File: src/source/id_pkg.sv
`default_nettype none

package id_pkg;

	typedef logic [31:0] word_t;     // data or address word
	typedef logic [4:0]  reg_addr_t;
	typedef logic [7:0]  alu_op_t;
	typedef logic [2:0]  alu_sel_t;  // result class seen by execute

	localparam alu_sel_t SEL_NOP         = 3'd0;
	localparam alu_sel_t SEL_LOGIC       = 3'd1;
	localparam alu_sel_t SEL_SHIFT       = 3'd2;
	localparam alu_sel_t SEL_ARITHMETIC  = 3'd3;
	localparam alu_sel_t SEL_JUMP_BRANCH = 3'd4;
	localparam alu_sel_t SEL_LOAD_STORE  = 3'd5;

	// alu ops grouped by result class
	localparam alu_op_t OP_NOP  = 8'h00;
	localparam alu_op_t OP_AND  = 8'h10;
	localparam alu_op_t OP_OR   = 8'h11;
	localparam alu_op_t OP_XOR  = 8'h12;
	localparam alu_op_t OP_SLL  = 8'h20;
	localparam alu_op_t OP_SRL  = 8'h21;
	localparam alu_op_t OP_SRA  = 8'h22;
	localparam alu_op_t OP_ADD  = 8'h30;
	localparam alu_op_t OP_SUB  = 8'h31;
	localparam alu_op_t OP_SLT  = 8'h32;
	localparam alu_op_t OP_SLTU = 8'h33;
	localparam alu_op_t OP_LB   = 8'h40;
	localparam alu_op_t OP_LH   = 8'h41;
	localparam alu_op_t OP_LW   = 8'h42;
	localparam alu_op_t OP_LBU  = 8'h43;
	localparam alu_op_t OP_LHU  = 8'h44;
	localparam alu_op_t OP_SB   = 8'h48;
	localparam alu_op_t OP_SH   = 8'h49;
	localparam alu_op_t OP_SW   = 8'h4a;
	localparam alu_op_t OP_BEQ  = 8'h50;
	localparam alu_op_t OP_BNE  = 8'h51;
	localparam alu_op_t OP_BLT  = 8'h52;
	localparam alu_op_t OP_BGE  = 8'h53;
	localparam alu_op_t OP_BLTU = 8'h54;
	localparam alu_op_t OP_BGEU = 8'h55;
	localparam alu_op_t OP_JAL  = 8'h58;
	localparam alu_op_t OP_JALR = 8'h59;

	localparam logic [6:0] OPC_I     = 7'b0010011;
	localparam logic [6:0] OPC_R     = 7'b0110011;
	localparam logic [6:0] OPC_B     = 7'b1100011;
	localparam logic [6:0] OPC_L     = 7'b0000011;
	localparam logic [6:0] OPC_S     = 7'b0100011;
	localparam logic [6:0] OPC_LUI   = 7'b0110111;
	localparam logic [6:0] OPC_AUIPC = 7'b0010111;
	localparam logic [6:0] OPC_JAL   = 7'b1101111;
	localparam logic [6:0] OPC_JALR  = 7'b1100111;

	// funct3 of the alu groups
	localparam logic [2:0] F3_ADD_SUB = 3'b000;
	localparam logic [2:0] F3_SLL     = 3'b001;
	localparam logic [2:0] F3_SLT     = 3'b010;
	localparam logic [2:0] F3_SLTU    = 3'b011;
	localparam logic [2:0] F3_XOR     = 3'b100;
	localparam logic [2:0] F3_SRL_SRA = 3'b101;
	localparam logic [2:0] F3_OR      = 3'b110;
	localparam logic [2:0] F3_AND     = 3'b111;

	localparam logic [2:0] F3_BEQ  = 3'b000;
	localparam logic [2:0] F3_BNE  = 3'b001;
	localparam logic [2:0] F3_BLT  = 3'b100;
	localparam logic [2:0] F3_BGE  = 3'b101;
	localparam logic [2:0] F3_BLTU = 3'b110;
	localparam logic [2:0] F3_BGEU = 3'b111;

	localparam logic [2:0] F3_LB   = 3'b000;
	localparam logic [2:0] F3_LH   = 3'b001;
	localparam logic [2:0] F3_LW   = 3'b010;
	localparam logic [2:0] F3_LBU  = 3'b100;
	localparam logic [2:0] F3_LHU  = 3'b101;
	localparam logic [2:0] F3_SB   = 3'b000;
	localparam logic [2:0] F3_SH   = 3'b001;
	localparam logic [2:0] F3_SW   = 3'b010;
	localparam logic [2:0] F3_JALR = 3'b000;

	localparam logic [6:0] F7_BASE = 7'b0000000;
	localparam logic [6:0] F7_ALT  = 7'b0100000; // sub and sra

	localparam reg_addr_t LINK_REG = 5'd1; // ra

endpackage

`default_nettype wire

File: src/source/id_decoder.sv
`default_nettype none
`timescale 1ns/1ps

module id_decoder (
	input  id_pkg::word_t     inst_i,
	output id_pkg::alu_op_t   alu_op_o,
	output id_pkg::alu_sel_t  alu_sel_o,
	output id_pkg::reg_addr_t wd_o,
	output logic              wreg_o,
	output logic              reg1_read_o,
	output logic              reg2_read_o,
	output id_pkg::reg_addr_t reg1_addr_o,
	output id_pkg::reg_addr_t reg2_addr_o,
	output id_pkg::word_t     imm_o,
	output logic              use_pc_o,
	output logic              inst_valid_o
);

	logic [6:0]    opcode;
	logic [2:0]    funct3;
	logic [6:0]    funct7;
	id_pkg::word_t imm_itype;
	id_pkg::word_t imm_stype;
	id_pkg::word_t imm_btype;
	id_pkg::word_t imm_jtype;
	id_pkg::word_t imm_utype;
	id_pkg::word_t imm_shamt;

	assign opcode = inst_i[6:0];
	assign funct3 = inst_i[14:12];
	assign funct7 = inst_i[31:25];

	assign imm_itype = {{20{inst_i[31]}}, inst_i[31:20]};
	assign imm_stype = {{20{inst_i[31]}}, inst_i[31:25], inst_i[11:7]};
	assign imm_btype = {{19{inst_i[31]}}, inst_i[31], inst_i[7], inst_i[30:25], inst_i[11:8], 1'b0};
	assign imm_jtype = {{11{inst_i[31]}}, inst_i[31], inst_i[19:12], inst_i[20], inst_i[30:21], 1'b0};
	assign imm_utype = {inst_i[31:12], 12'b0};
	assign imm_shamt = {27'b0, inst_i[24:20]};

	// alu op for the immediate and register groups
	function automatic id_pkg::alu_op_t alu_op_of(input logic [2:0] f3, input logic [6:0] f7,
			input logic is_r);
		id_pkg::alu_op_t op;
		logic            f7_ok;
		case (f3)
			id_pkg::F3_ADD_SUB: op = (is_r && f7 == id_pkg::F7_ALT) ? id_pkg::OP_SUB : id_pkg::OP_ADD;
			id_pkg::F3_SLL:     op = id_pkg::OP_SLL;
			id_pkg::F3_SLT:     op = id_pkg::OP_SLT;
			id_pkg::F3_SLTU:    op = id_pkg::OP_SLTU;
			id_pkg::F3_XOR:     op = id_pkg::OP_XOR;
			id_pkg::F3_SRL_SRA: op = (f7 == id_pkg::F7_ALT) ? id_pkg::OP_SRA : id_pkg::OP_SRL;
			id_pkg::F3_OR:      op = id_pkg::OP_OR;
			default:            op = id_pkg::OP_AND;
		endcase
		// alt funct7 only exists for sub and sra
		f7_ok = (f7 == id_pkg::F7_BASE) || (f7 == id_pkg::F7_ALT &&
			(f3 == id_pkg::F3_SRL_SRA || (is_r && f3 == id_pkg::F3_ADD_SUB)));
		if ((is_r || f3 == id_pkg::F3_SLL || f3 == id_pkg::F3_SRL_SRA) && !f7_ok) begin
			op = id_pkg::OP_NOP;
		end
		return op;
	endfunction

	function automatic id_pkg::alu_sel_t alu_sel_of(input id_pkg::alu_op_t op);
		case (op)
			id_pkg::OP_NOP:                                 return id_pkg::SEL_NOP;
			id_pkg::OP_AND, id_pkg::OP_OR, id_pkg::OP_XOR:  return id_pkg::SEL_LOGIC;
			id_pkg::OP_SLL, id_pkg::OP_SRL, id_pkg::OP_SRA: return id_pkg::SEL_SHIFT;
			default:                                        return id_pkg::SEL_ARITHMETIC;
		endcase
	endfunction

	always_comb begin
		alu_op_o    = id_pkg::OP_NOP;
		alu_sel_o   = id_pkg::SEL_NOP;
		wd_o        = inst_i[11:7];
		wreg_o      = 1'b0;
		reg1_read_o = 1'b0;
		reg2_read_o = 1'b0;
		reg1_addr_o = inst_i[19:15];
		reg2_addr_o = inst_i[24:20];
		imm_o       = '0;
		use_pc_o    = 1'b0;
		case (opcode)
			id_pkg::OPC_I: begin
				reg1_read_o = 1'b1;
				wreg_o      = 1'b1;
				alu_op_o    = alu_op_of(funct3, funct7, 1'b0);
				alu_sel_o   = alu_sel_of(alu_op_o);
				if (alu_sel_o == id_pkg::SEL_SHIFT) begin
					imm_o = imm_shamt;
				end else begin
					imm_o = imm_itype;
				end
			end
			id_pkg::OPC_R: begin
				reg1_read_o = 1'b1;
				reg2_read_o = 1'b1;
				wreg_o      = 1'b1;
				alu_op_o    = alu_op_of(funct3, funct7, 1'b1);
				alu_sel_o   = alu_sel_of(alu_op_o);
			end
			id_pkg::OPC_B: begin
				reg1_read_o = 1'b1;
				reg2_read_o = 1'b1;
				alu_sel_o   = id_pkg::SEL_JUMP_BRANCH;
				imm_o       = imm_btype;
				case (funct3)
					id_pkg::F3_BEQ:  alu_op_o = id_pkg::OP_BEQ;
					id_pkg::F3_BNE:  alu_op_o = id_pkg::OP_BNE;
					id_pkg::F3_BLT:  alu_op_o = id_pkg::OP_BLT;
					id_pkg::F3_BGE:  alu_op_o = id_pkg::OP_BGE;
					id_pkg::F3_BLTU: alu_op_o = id_pkg::OP_BLTU;
					id_pkg::F3_BGEU: alu_op_o = id_pkg::OP_BGEU;
					default:         alu_op_o = id_pkg::OP_NOP;
				endcase
			end
			id_pkg::OPC_L: begin
				reg1_read_o = 1'b1;
				wreg_o      = 1'b1;
				alu_sel_o   = id_pkg::SEL_LOAD_STORE;
				imm_o       = imm_itype;
				case (funct3)
					id_pkg::F3_LB:  alu_op_o = id_pkg::OP_LB;
					id_pkg::F3_LH:  alu_op_o = id_pkg::OP_LH;
					id_pkg::F3_LW:  alu_op_o = id_pkg::OP_LW;
					id_pkg::F3_LBU: alu_op_o = id_pkg::OP_LBU;
					id_pkg::F3_LHU: alu_op_o = id_pkg::OP_LHU;
					default:        alu_op_o = id_pkg::OP_NOP;
				endcase
			end
			id_pkg::OPC_S: begin
				reg1_read_o = 1'b1;
				reg2_read_o = 1'b1; // store data
				alu_sel_o   = id_pkg::SEL_LOAD_STORE;
				imm_o       = imm_stype;
				case (funct3)
					id_pkg::F3_SB: alu_op_o = id_pkg::OP_SB;
					id_pkg::F3_SH: alu_op_o = id_pkg::OP_SH;
					id_pkg::F3_SW: alu_op_o = id_pkg::OP_SW;
					default:       alu_op_o = id_pkg::OP_NOP;
				endcase
			end
			id_pkg::OPC_LUI: begin
				// x0 | upper immediate
				reg1_read_o = 1'b1;
				reg1_addr_o = '0;
				wreg_o      = 1'b1;
				alu_op_o    = id_pkg::OP_OR;
				alu_sel_o   = id_pkg::SEL_LOGIC;
				imm_o       = imm_utype;
			end
			id_pkg::OPC_AUIPC: begin
				use_pc_o  = 1'b1;
				wreg_o    = 1'b1;
				alu_op_o  = id_pkg::OP_ADD;
				alu_sel_o = id_pkg::SEL_ARITHMETIC;
				imm_o     = imm_utype;
			end
			id_pkg::OPC_JAL: begin
				wreg_o    = 1'b1;
				wd_o      = id_pkg::LINK_REG;
				alu_op_o  = id_pkg::OP_JAL;
				alu_sel_o = id_pkg::SEL_JUMP_BRANCH;
				imm_o     = imm_jtype;
			end
			id_pkg::OPC_JALR: begin
				reg1_read_o = 1'b1;
				wreg_o      = 1'b1;
				alu_sel_o   = id_pkg::SEL_JUMP_BRANCH;
				imm_o       = imm_itype;
				if (funct3 == id_pkg::F3_JALR) begin
					alu_op_o = id_pkg::OP_JALR;
				end
			end
			default: alu_op_o = id_pkg::OP_NOP;
		endcase
		inst_valid_o = (alu_op_o != id_pkg::OP_NOP);
		if (!inst_valid_o) begin // unmatched encoding goes out as a bubble
			alu_sel_o   = id_pkg::SEL_NOP;
			wreg_o      = 1'b0;
			reg1_read_o = 1'b0;
			reg2_read_o = 1'b0;
			use_pc_o    = 1'b0;
		end
	end

	always_comb begin
		assert (inst_valid_o || !wreg_o)
			else $error("register write requested for an invalid instruction");
	end

endmodule

`default_nettype wire

File: src/source/id_issue.sv
`default_nettype none
`timescale 1ns/1ps

module id_issue (
	input  logic              clk,
	input  logic              rst_n_i,
	input  id_pkg::word_t     pc_i,
	input  id_pkg::alu_op_t   alu_op_i,
	input  id_pkg::alu_sel_t  alu_sel_i,
	input  id_pkg::reg_addr_t wd_i,
	input  logic              wreg_i,
	input  id_pkg::word_t     imm_i,
	input  logic              inst_valid_i,
	input  id_pkg::word_t     op1_i,
	input  id_pkg::word_t     op2_i,
	input  logic              stall_i,
	output id_pkg::alu_op_t   ex_aluop_o,
	output id_pkg::alu_sel_t  ex_alusel_o,
	output id_pkg::word_t     ex_reg1_o,
	output id_pkg::word_t     ex_reg2_o,
	output id_pkg::reg_addr_t ex_wd_o,
	output logic              ex_wreg_o,
	output id_pkg::word_t     ex_link_addr_o,
	output logic              ex_inst_valid_o,
	output logic              branch_flag_o,
	output id_pkg::word_t     branch_target_o
);

	logic          taken;
	logic          is_jump;
	id_pkg::word_t jalr_sum;
	id_pkg::word_t target;
	id_pkg::word_t link_addr;

	always_comb begin
		case (alu_op_i)
			id_pkg::OP_BEQ:  taken = (op1_i == op2_i);
			id_pkg::OP_BNE:  taken = (op1_i != op2_i);
			id_pkg::OP_BLT:  taken = ($signed(op1_i) < $signed(op2_i));
			id_pkg::OP_BGE:  taken = ($signed(op1_i) >= $signed(op2_i));
			id_pkg::OP_BLTU: taken = (op1_i < op2_i);
			id_pkg::OP_BGEU: taken = (op1_i >= op2_i);
			id_pkg::OP_JAL, id_pkg::OP_JALR: taken = 1'b1;
			default:         taken = 1'b0;
		endcase
	end

	assign is_jump  = (alu_op_i == id_pkg::OP_JAL) || (alu_op_i == id_pkg::OP_JALR);
	assign jalr_sum = op1_i + imm_i; // op1 is the forwarded rs1
	assign target   = (alu_op_i == id_pkg::OP_JALR) ? {jalr_sum[31:1], 1'b0} : pc_i + imm_i;
	assign link_addr = is_jump ? pc_i + 32'd4 : '0;

	always_ff @(posedge clk or negedge rst_n_i) begin
		if (!rst_n_i) begin
			ex_aluop_o      <= id_pkg::OP_NOP;
			ex_alusel_o     <= id_pkg::SEL_NOP;
			ex_reg1_o       <= '0;
			ex_reg2_o       <= '0;
			ex_wd_o         <= '0;
			ex_wreg_o       <= 1'b0;
			ex_link_addr_o  <= '0;
			ex_inst_valid_o <= 1'b0;
			branch_flag_o   <= 1'b0;
			branch_target_o <= '0;
		end else if (stall_i) begin
			// bubble while the load result is pending
			ex_aluop_o      <= id_pkg::OP_NOP;
			ex_alusel_o     <= id_pkg::SEL_NOP;
			ex_reg1_o       <= '0;
			ex_reg2_o       <= '0;
			ex_wd_o         <= '0;
			ex_wreg_o       <= 1'b0;
			ex_link_addr_o  <= '0;
			ex_inst_valid_o <= 1'b1;
			branch_flag_o   <= 1'b0;
			branch_target_o <= '0;
		end else begin
			ex_aluop_o      <= alu_op_i;
			ex_alusel_o     <= alu_sel_i;
			ex_reg1_o       <= op1_i;
			ex_reg2_o       <= op2_i;
			ex_wd_o         <= wd_i;
			ex_wreg_o       <= wreg_i;
			ex_link_addr_o  <= link_addr;
			ex_inst_valid_o <= inst_valid_i;
			branch_flag_o   <= taken;
			branch_target_o <= taken ? target : '0; // zero when falling through
		end
	end

	assert property (@(posedge clk) disable iff (!rst_n_i) stall_i |=> (!ex_wreg_o && !branch_flag_o))
		else $error("no bubble issued after a stall");

endmodule

`default_nettype wire

File: src/source/id_operand_mux.sv
`default_nettype none
`timescale 1ns/1ps

module id_operand_mux (
	input  logic              clk,
	input  logic              rst_n_i,
	input  id_pkg::word_t     pc_i,
	input  logic              reg1_read_i,
	input  logic              reg2_read_i,
	input  id_pkg::reg_addr_t reg1_addr_i,
	input  id_pkg::reg_addr_t reg2_addr_i,
	input  id_pkg::word_t     imm_i,
	input  logic              use_pc_i,
	input  id_pkg::word_t     reg1_data_i,
	input  id_pkg::word_t     reg2_data_i,
	input  logic              ex_wreg_i,
	input  id_pkg::reg_addr_t ex_wd_i,
	input  id_pkg::word_t     ex_wdata_i,
	input  id_pkg::alu_op_t   ex_aluop_i,
	input  logic              mem_wreg_i,
	input  id_pkg::reg_addr_t mem_wd_i,
	input  id_pkg::word_t     mem_wdata_i,
	output id_pkg::word_t     op1_o,
	output id_pkg::word_t     op2_o,
	output logic              stall_o
);

	logic ex_is_load;
	logic hazard1;
	logic hazard2;

	// newest producer wins, x0 always reads as register data
	function automatic id_pkg::word_t fwd(input id_pkg::reg_addr_t addr, input id_pkg::word_t rf_data);
		if (addr == '0) begin
			return rf_data;
		end else if (ex_wreg_i && ex_wd_i == addr) begin
			return ex_wdata_i;
		end else if (mem_wreg_i && mem_wd_i == addr) begin
			return mem_wdata_i;
		end
		return rf_data;
	endfunction

	always_comb begin
		if (reg1_read_i) begin
			op1_o = fwd(reg1_addr_i, reg1_data_i);
		end else begin
			op1_o = use_pc_i ? pc_i : imm_i; // auipc takes the pc
		end
		if (reg2_read_i) begin
			op2_o = fwd(reg2_addr_i, reg2_data_i);
		end else begin
			op2_o = imm_i;
		end
	end

	// load result not ready until after mem
	assign ex_is_load = ex_aluop_i inside {id_pkg::OP_LB, id_pkg::OP_LH, id_pkg::OP_LW,
		id_pkg::OP_LBU, id_pkg::OP_LHU};

	assign hazard1 = reg1_read_i && (reg1_addr_i != '0) && (ex_wd_i == reg1_addr_i);
	assign hazard2 = reg2_read_i && (reg2_addr_i != '0) && (ex_wd_i == reg2_addr_i);
	assign stall_o = ex_is_load && (hazard1 || hazard2);

	assert property (@(posedge clk) disable iff (!rst_n_i) stall_o |-> (reg1_read_i || reg2_read_i))
		else $error("stall raised with no register read");

endmodule

`default_nettype wire

File: src/source/id_stage.sv
`default_nettype none
`timescale 1ns/1ps

module id_stage (
	input  logic              clk,
	input  logic              rst_n_i,
	input  id_pkg::word_t     pc_i,
	input  id_pkg::word_t     inst_i,
	input  id_pkg::word_t     reg1_data_i,
	input  id_pkg::word_t     reg2_data_i,
	input  logic              ex_wreg_i,
	input  id_pkg::reg_addr_t ex_wd_i,
	input  id_pkg::word_t     ex_wdata_i,
	input  id_pkg::alu_op_t   ex_aluop_i,
	input  logic              mem_wreg_i,
	input  id_pkg::reg_addr_t mem_wd_i,
	input  id_pkg::word_t     mem_wdata_i,
	output logic              reg1_read_o,
	output logic              reg2_read_o,
	output id_pkg::reg_addr_t reg1_addr_o,
	output id_pkg::reg_addr_t reg2_addr_o,
	output logic              stall_o,
	output id_pkg::alu_op_t   ex_aluop_o,
	output id_pkg::alu_sel_t  ex_alusel_o,
	output id_pkg::word_t     ex_reg1_o,
	output id_pkg::word_t     ex_reg2_o,
	output id_pkg::reg_addr_t ex_wd_o,
	output logic              ex_wreg_o,
	output id_pkg::word_t     ex_link_addr_o,
	output logic              ex_inst_valid_o,
	output logic              branch_flag_o,
	output id_pkg::word_t     branch_target_o
);

	id_pkg::alu_op_t   alu_op;
	id_pkg::alu_sel_t  alu_sel;
	id_pkg::reg_addr_t wd;
	logic              wreg;
	id_pkg::word_t     imm;
	logic              use_pc;
	logic              inst_valid;
	id_pkg::word_t     op1;
	id_pkg::word_t     op2;

	id_decoder decoder_i (
		.inst_i       (inst_i),
		.alu_op_o     (alu_op),
		.alu_sel_o    (alu_sel),
		.wd_o         (wd),
		.wreg_o       (wreg),
		.reg1_read_o  (reg1_read_o),
		.reg2_read_o  (reg2_read_o),
		.reg1_addr_o  (reg1_addr_o),
		.reg2_addr_o  (reg2_addr_o),
		.imm_o        (imm),
		.use_pc_o     (use_pc),
		.inst_valid_o (inst_valid)
	);

	id_operand_mux operand_mux_i (
		.clk         (clk),
		.rst_n_i     (rst_n_i),
		.pc_i        (pc_i),
		.reg1_read_i (reg1_read_o),
		.reg2_read_i (reg2_read_o),
		.reg1_addr_i (reg1_addr_o),
		.reg2_addr_i (reg2_addr_o),
		.imm_i       (imm),
		.use_pc_i    (use_pc),
		.reg1_data_i (reg1_data_i),
		.reg2_data_i (reg2_data_i),
		.ex_wreg_i   (ex_wreg_i),
		.ex_wd_i     (ex_wd_i),
		.ex_wdata_i  (ex_wdata_i),
		.ex_aluop_i  (ex_aluop_i),
		.mem_wreg_i  (mem_wreg_i),
		.mem_wd_i    (mem_wd_i),
		.mem_wdata_i (mem_wdata_i),
		.op1_o       (op1),
		.op2_o       (op2),
		.stall_o     (stall_o)
	);

	id_issue issue_i (
		.clk             (clk),
		.rst_n_i         (rst_n_i),
		.pc_i            (pc_i),
		.alu_op_i        (alu_op),
		.alu_sel_i       (alu_sel),
		.wd_i            (wd),
		.wreg_i          (wreg),
		.imm_i           (imm),
		.inst_valid_i    (inst_valid),
		.op1_i           (op1),
		.op2_i           (op2),
		.stall_i         (stall_o),
		.ex_aluop_o      (ex_aluop_o),
		.ex_alusel_o     (ex_alusel_o),
		.ex_reg1_o       (ex_reg1_o),
		.ex_reg2_o       (ex_reg2_o),
		.ex_wd_o         (ex_wd_o),
		.ex_wreg_o       (ex_wreg_o),
		.ex_link_addr_o  (ex_link_addr_o),
		.ex_inst_valid_o (ex_inst_valid_o),
		.branch_flag_o   (branch_flag_o),
		.branch_target_o (branch_target_o)
	);

endmodule

`default_nettype wire

File: config.mk
export PLATFORM = sky130hd
export DESIGN_NAME = id_stage
export DESIGN_NICKNAME = d
export VERILOG_FILES = /design/src/source/id_pkg.sv /design/src/source/id_decoder.sv /design/src/source/id_issue.sv /design/src/source/id_operand_mux.sv /design/src/source/id_stage.sv
export SDC_FILE = /design/constraint.sdc
export NUM_CORES = 1
export LEC_CHECK = 0
export BUFFER_PORTS_ARGS = -buffer_cell sky130_fd_sc_hd__buf_2
export CAP_MARGIN = 20
export CORE_ASPECT_RATIO = 0.9
export CORE_MARGIN = 5
export CORE_UTILIZATION = 40
export DETAILED_ROUTE_END_ITERATION = 6
export PLACE_DENSITY = 0.67
export SLEW_MARGIN = 25
export SYNTH_ARGS = -nofsm -noshare
export SYNTH_HDL_FRONTEND = slang
export SYNTH_SLANG_ARGS = --single-unit
export TNS_END_PERCENT = 10
File: constraint.sdc
create_clock -name clk -period 4.4 [get_ports clk]
set_input_delay 0.66 -clock clk [delete_from_list [all_inputs] [get_ports clk]]
set_output_delay 0.66 -clock clk [all_outputs]
set_load 0.005 [all_outputs]
==> flow_summary.json, run 1 <==
{
  "drv_slew": 0,
  "ys.flop_type": "dfrtp_1",
  "ioPinCount": 374,
  "vias": 15300,
  "ir_worst_vdd_mv": 0.271,
  "grt_pass1_wl_mm": 89.3,
  "maxCapViolCount": 0,
  "p_leak_nw": 11.1,
  "worstSetupPathType": "input port to flip-flop",
  "synth.ff_latch_count": 146,
  "slowest_delay_ns": 0.53,
  "synthMuxAreaShare_pct": 8.36,
  "dp_hpwl_mm": 49.1,
  "synth-edff-count": 0,
  "dpl_worst_slack_ns": -1.74,
  "drc": 0,
  "firstDrtPassIters": 5,
  "yosys_warnings": 0,
  "multi_input_area_um2": 8670,
  "yosysUniqueCellTypes": 79,
  "port_buffers": 372,
  "wl_per_cell_um": 22.2,
  "crit_buf_inv": 24,
  "nFillCells": 2716,
  "die_w_um": 196,
  "clk_pin_slew_ns": 0.07,
  "numCtsBuffers": 17,
  "synth_fa_ha_area_share_pct": 9.74,
  "start_kind": "input port",
  "power.density_nw_per_um2": 207,
  "grt_max_degree": 85,
  "violations": "setup timing",
  "register_area_um2": 3650,
  "synth_xor_area_share_pct": 6.80,
  "crit_family": "buffers and inverters",
  "finalCritPeriodShare_pct": 125,
  "grt.total_usage_pct": 33.6,
  "netlist.area_leader.share_pct": 29.3,
  "hold_ws_ns": 0.286,
  "drive_gt1_share_pct": 41.0,
  "clk_path_buf_depth": 2,
  "synth_compound_area_share_pct": 21.7,
  "viasPerCell": 5.62,
  "crit_top_cell": "buf_4",
  "hold_class": "input port to async pin",
  "synth.area.top_cells": "dfrtp_1 (29%), ha_1 (9.4%), mux2i_1 (8.2%)",
  "routabilityCongestion": 1.09,
  "grt_pass1_vias": 14800,
  "drt_iter0_drc": 1824,
  "synth.cell_area_um2": 12500,
  "synth-simple-area-share_pct": 20.1,
  "fin_crit_ns": 5.48,
  "critPathSlowestCell": "or4_4",
  "finalSetupViolations": 34,
  "rsz0062_at_grt": "yes",
  "worstPathArrival_ns": 5.85,
  "clock_sinks": 146,
  "synthCells": 1516,
  "fin_ws_ns": -1.08,
  "cts_root_buf": "clkbuf_16",
  "relSlewSlack_pct": 29.5,
  "cp_max_fo": 6,
  "cts_tree": "built",
  "ant_nets": 0,
  "async_flop_share_pct": 100,
  "die_h_um": 178,
  "status": "complete, but fails checks",
  "overflow": 0,
  "yosysTopAreaCell": "dfrtp_1",
  "cp.required_ns": 4.77,
  "rows": 61,
  "h-tree-depth": 4,
  "hold_viol": 0,
  "cp-end-kind": "flip-flop",
  "synth_top_family_by_area": "compound AO/OA/AOI/OAI gates",
  "area_growth_syn_to_layout_pct": 54.2,
  "tightest_slew_ns": 1.06,
  "fmax_mhz": 183,
  "layout.cells.non_filler": 2721,
  "nets": 2606,
  "dp_cells": 2648,
  "antenna_found_initial": 3,
  "dieArea_um2": 34900,
  "core_area_um2": 30800,
  "fin_tns_setup_ns": -33.32,
  "routed_wl_mm": 60.4,
  "synth_nets": 1826,
  "avgSynthCellArea_um2": 8.24,
  "synth-seq-area-share_pct": 29.3,
  "start_util_pct": 40.5
}
layer usage:
metal | global-route usage [%] | part of all wire (%) | vias up
met5 | 0 | 0 | -
met4 | 9.34 | 2.7 | 0
met3 | 5.98 | 9.8 | 97
met2 | 50.1 | 43 | 897
met1 | 50.0 | 45 | 7301
li1 | - | - | 7006
synthesized netlist by cell type (11+ instances only):
master	number
a211oi_1	18
a21o_1	58
a21oi_1	152
and2_1	11
and3_1	15
clkbuf_1	65
dfrtp_1	146
ha_1	94
inv_1	46
mux2i_1	102
nand2_1	103
nand2b_1	22
nand3_1	41
nand4_1	15
nor2_1	199
nor2b_1	45
nor3_1	21
o211ai_1	29
o21ai_0	71
o21bai_1	13
or3_1	11
xnor2_1	45
xor2_1	52
cells by family (layout without fill, tap and decap cells):
group,count (synthesis),after routing
buffers and inverters,127,919
and+or+nand+nor,522,522
AOI/OAI and AO/OA,423,423
adders and majority gates,96,96
muxes,104,104
DFF,146,146
other,1,5
xor gates and xnor gates,97,97
area by class of cell:
class,count,share of cell area [%]
diodes,4,0.0520
clock buffers,17,2.21
clock inverters,14,1.06
inverters,46,0.897
multi-input cells,1243,45.0
flip-flops and latches,146,19.0
well taps,409,2.66
repair buffers,842,29.1
layout by cell type (no fill, tap or decap), types with 8 or more instances in the layout:
cell type and instances:
nand2_1 102, inv_1 46, buf_12 11, a211oi_1 13
buf_4 450, nand3b_1 8, xor2_1 52, nand3_1 40
nor2b_1 44, and3_1 15, and2_1 9, dfrtp_1 146
nor2_1 198, a21oi_2 10, o21ai_1 10, ha_1 94
nand2b_1 22, a21o_1 57, buf_2 371, o21ai_2 8
o21ai_0 56, mux2i_1 87, o21bai_1 12, mux2i_2 14
buf_6 8, nor3_1 19, nand4_1 15, o211ai_1 29
xnor2_1 45, a21oi_1 143, clkbuf_16 17, or3_1 9
through the flow:
step	area (µm²)	util, %	total power (W)
after floorplan	12600	-	0.00181
after global placement	18000	58.4	0.00234
after detailed placement	18000	58.5	0.00235
after CTS	19200	62.1	0.00398
after global routing	19200	62.4	0.00414
final	19200	62.4	0.00399
power breakdown:
group | switching (W) | internal (W) | total [W]
clock network | 0.000638 | 0.000957 | 0.00159
logic | 0.000547 | 0.000479 | 0.00103
registers | 0.00000623 | 0.00136 | 0.00137
total | 0.00119 | 0.00280 | 0.00399
sequential cells by signal (all words and copies together), names as in the netlist:
register                 count
issue_i.ex_alusel_o          3
issue_i.ex_inst_valid_o      1
issue_i.branch_target_o     32
issue_i.branch_flag_o        1
issue_i.ex_aluop_o           7
issue_i.ex_wreg_o            1
issue_i.ex_reg1_o           32
issue_i.ex_link_addr_o      32
issue_i.ex_reg2_o           32
issue_i.ex_wd_o              5
path summary, 6_finish.rpt:
path	cells after the start	slack [ns]	start	endpoint
max	32	-1.08	inst_i[26]	issue_i.ex_reg2_o[17]$_DFF_PN0_
min	1	0.29	rst_n_i	issue_i.ex_link_addr_o[1]$_DFF_PN0_
max in group asynchronous	2	3.26	rst_n_i	issue_i.ex_reg2_o[22]$_DFF_PN0_
min in group clk	2	0.49	inst_i[9]	issue_i.ex_wd_o[2]$_DFF_PN0_
repair_timing:
item | in CTS | in global routing
resized for setup | 53 | 16
setup endpoints to repair | 33 | 34
hold buffers | 0 | 0
pin swaps | 8 | 2
buffers inserted | 34 | 2
hold endpoints to repair | 0 | 0
cloned | 2 | 0
Note: power is estimated with default switching activity, not from simulation.
==> inputs of run 2 (changes only) <==
CELL_PAD_IN_SITES_DETAIL_PLACEMENT = 1   (was unset)
CELL_PAD_IN_SITES_GLOBAL_PLACEMENT = 2   (was unset)
CORE_UTILIZATION = 30   (was 40)
PLACE_DENSITY = 0.83   (was 0.67)
==> run 2 against run 1 <==
Against the previous run:
- the flow still finishes with violations (setup timing)
- critical endpoint is now issue_i.branch_target_o[29]$_DFF_PN0_
- via count down 2.8%
- clock-buffer cell count increased by 4
- non-clock buffer count fell by 9
- core utilization is 16 points lower
==> flow_summary.json, run 2 (synthesis results as in run 1) <==
{
  "status": "complete, but fails checks",
  "violations": "setup timing",
  "final_util_pct": 46.9,
  "cts_tree": "built",
  "fin_crit_ns": 5.48,
  "ioPinCount": 374,
  "worstPathArrival_ns": 5.83,
  "die_w_um": 225,
  "cts_root_buf": "clkbuf_16",
  "power.density_nw_per_um2": 199,
  "vias": 14900,
  "numCtsBuffers": 17,
  "grt.total_usage_pct": 29.2,
  "drc": 0,
  "clock_sinks": 146,
  "hold_viol": 0,
  "cp-end-kind": "flip-flop",
  "nets": 2597,
  "maxCapViolCount": 0,
  "rows": 70,
  "viasPerCell": 5.23,
  "holdBufCountCts": 0,
  "layout.cells.non_filler": 2843,
  "antenna_found_initial": 3,
  "dp_hpwl_mm": 57.1,
  "ant_nets": 0,
  "finalCritPeriodShare_pct": 125,
  "p_leak_nw": 11.0,
  "final_common_cell": "buf_4",
  "grt_max_degree": 87,
  "drt_iter0_drc": 1202,
  "wl_per_cell_um": 24.3,
  "drv_slew": 0,
  "fmax_mhz": 182,
  "drive_gt1_share_pct": 40.1,
  "hold_ws_ns": 0.232,
  "clk_path_buf_depth": 2,
  "critPathSlowestCell": "a2111oi_4",
  "start_util_pct": 30.5,
  "cp.required_ns": 4.74,
  "worstSetupPathType": "input port to flip-flop",
  "clk_pin_slew_ns": 0.08,
  "start_kind": "input port",
  "die_h_um": 204,
  "tightest_slew_ns": 1.04,
  "overflow": 0,
  "ir_worst_vdd_mv": 0.251,
  "layout_common_cells": "buf_4 (445), buf_2 (371), nor2_1 (199), dfrtp_1 (146), a21oi_1 (144)",
  "nFillCells": 5041,
  "h-tree-depth": 4,
  "routed_wl_mm": 69.2,
  "grt_pass1_vias": 15900,
  "port_buffers": 372,
  "cp_max_fo": 8,
  "firstDrtPassIters": 5,
  "relSlewSlack_pct": 30.8,
  "core_area_um2": 40900,
  "rsz0062_at_grt": "yes",
  "fin_ws_ns": -1.08,
  "path_cells": "buf_2 -> or4_4 -> or3_4 -> or4b_4 -> o211ai_4 -> o31a_2 -> buf_6 -> buf_12 -> buf_12 -> mux2i_4 -> buf_4 -> ha_1 -> buf_4 -> nand3_1 -> a221oi_2 -> a2111oi_4 -> a211oi_2 -> or2_0 -> a311oi_1 -> o31a_1 -> nor2_1",
  "grt_pass1_wl_mm": 101,
  "routabilityCongestion": 0.989,
  "slowest_delay_ns": 0.66,
  "dieArea_um2": 45800,
  "dpl_worst_slack_ns": -1.71,
  "finalSetupViolations": 33,
  "hold_class": "input port to async pin",
  "dp_cells": 2799,
  "area_growth_syn_to_layout_pct": 53.7
}
[run 2: changes by cell type in the layout (fill, tap and decap cells not counted), sizes merged]
cell      change
buf           -9
bufbuf        -1
bufinv        -4
clkbuf        +5
clkinv        +3
clkinvlp      +1
diode         -1
inv           -3
[run 2: worst max-delay path, delay by kind of cell]
kind,cells,cell delay (ns)
buffers and inverters,6,0.88
AOI/OAI and AO/OA,7,1.93
and+or+nand+nor,6,1.87
adders and majority gates,1,0.23
muxes,1,0.24
[run 2: metrics by stage]
stage / instance area [µm²] / TNS (ns) / total power (W)
after global routing: 19200 / -38.42 / 0.00399
after detailed placement: 18300 / -51.92 / 0.00241
after global placement: 18300 / -53.80 / 0.00239
after floorplan: 12600 / -31.90 / 0.00181
after CTS: 19000 / -30.87 / 0.00383
final: 19200 / -32.19 / 0.00382
[run 2: how the worst max path moves through the flow]
| stage | from | endpoint | slack (ns) |
|---|---|---|---|
| 6_report | inst_i[28] | issue_i.branch_target_o[29]$_DFF_PN0_ | -1.08 |
| 5_1_grt | inst_i[28] | issue_i.branch_target_o[14]$_DFF_PN0_ | -1.28 |
| 4_1_cts | inst_i[28] | issue_i.branch_target_o[14]$_DFF_PN0_ | -1.05 |
| 3_5_place_dp | inst_i[28] | issue_i.branch_target_o[31]$_DFF_PN0_ | -1.71 |
| 3_3_place_gp | inst_i[28] | issue_i.branch_target_o[31]$_DFF_PN0_ | -1.76 |
| 2_1_floorplan | inst_i[28] | issue_i.branch_target_o[10]$_DFF_PN0_ | -0.99 |
[run 2: cell type report]
class,instances,area (µm²),share of cell area (%)
multi-input cells,1243,8620,44.9
repair buffers,833,5520,28.8
flip-flops and latches,146,3650,19.0
well taps,540,676,3.52
clock buffers,21,460,2.40
inverters,46,173,0.900
clock inverters,11,81.3,0.424
diodes,3,7.51,0.0391
[run 2: what timing repair did]
item                                    4_1_cts  5_1_grt
cloned                                        1        1
buffers inserted                              3        4
pin swaps                                     3        6
endpoints found under the setup margin       33       33
resized for setup                            17       36
[run 2: per-layer routing]
layer | up-vias | GRT usage, % | share of wire [%]
met5 | - | 0 | 0
met2 | 518 | 44.3 | 44
li1 | 6971 | - | -
met3 | 89 | 5.96 | 7.2
met1 | 7298 | 41.7 | 46
met4 | 0 | 9.11 | 2.8
[run 2: report_power, final]
group	switching, W	internal, W
combinational	0.000573	0.000483
clock	0.000647	0.000751
sequential	0.00000713	0.00136
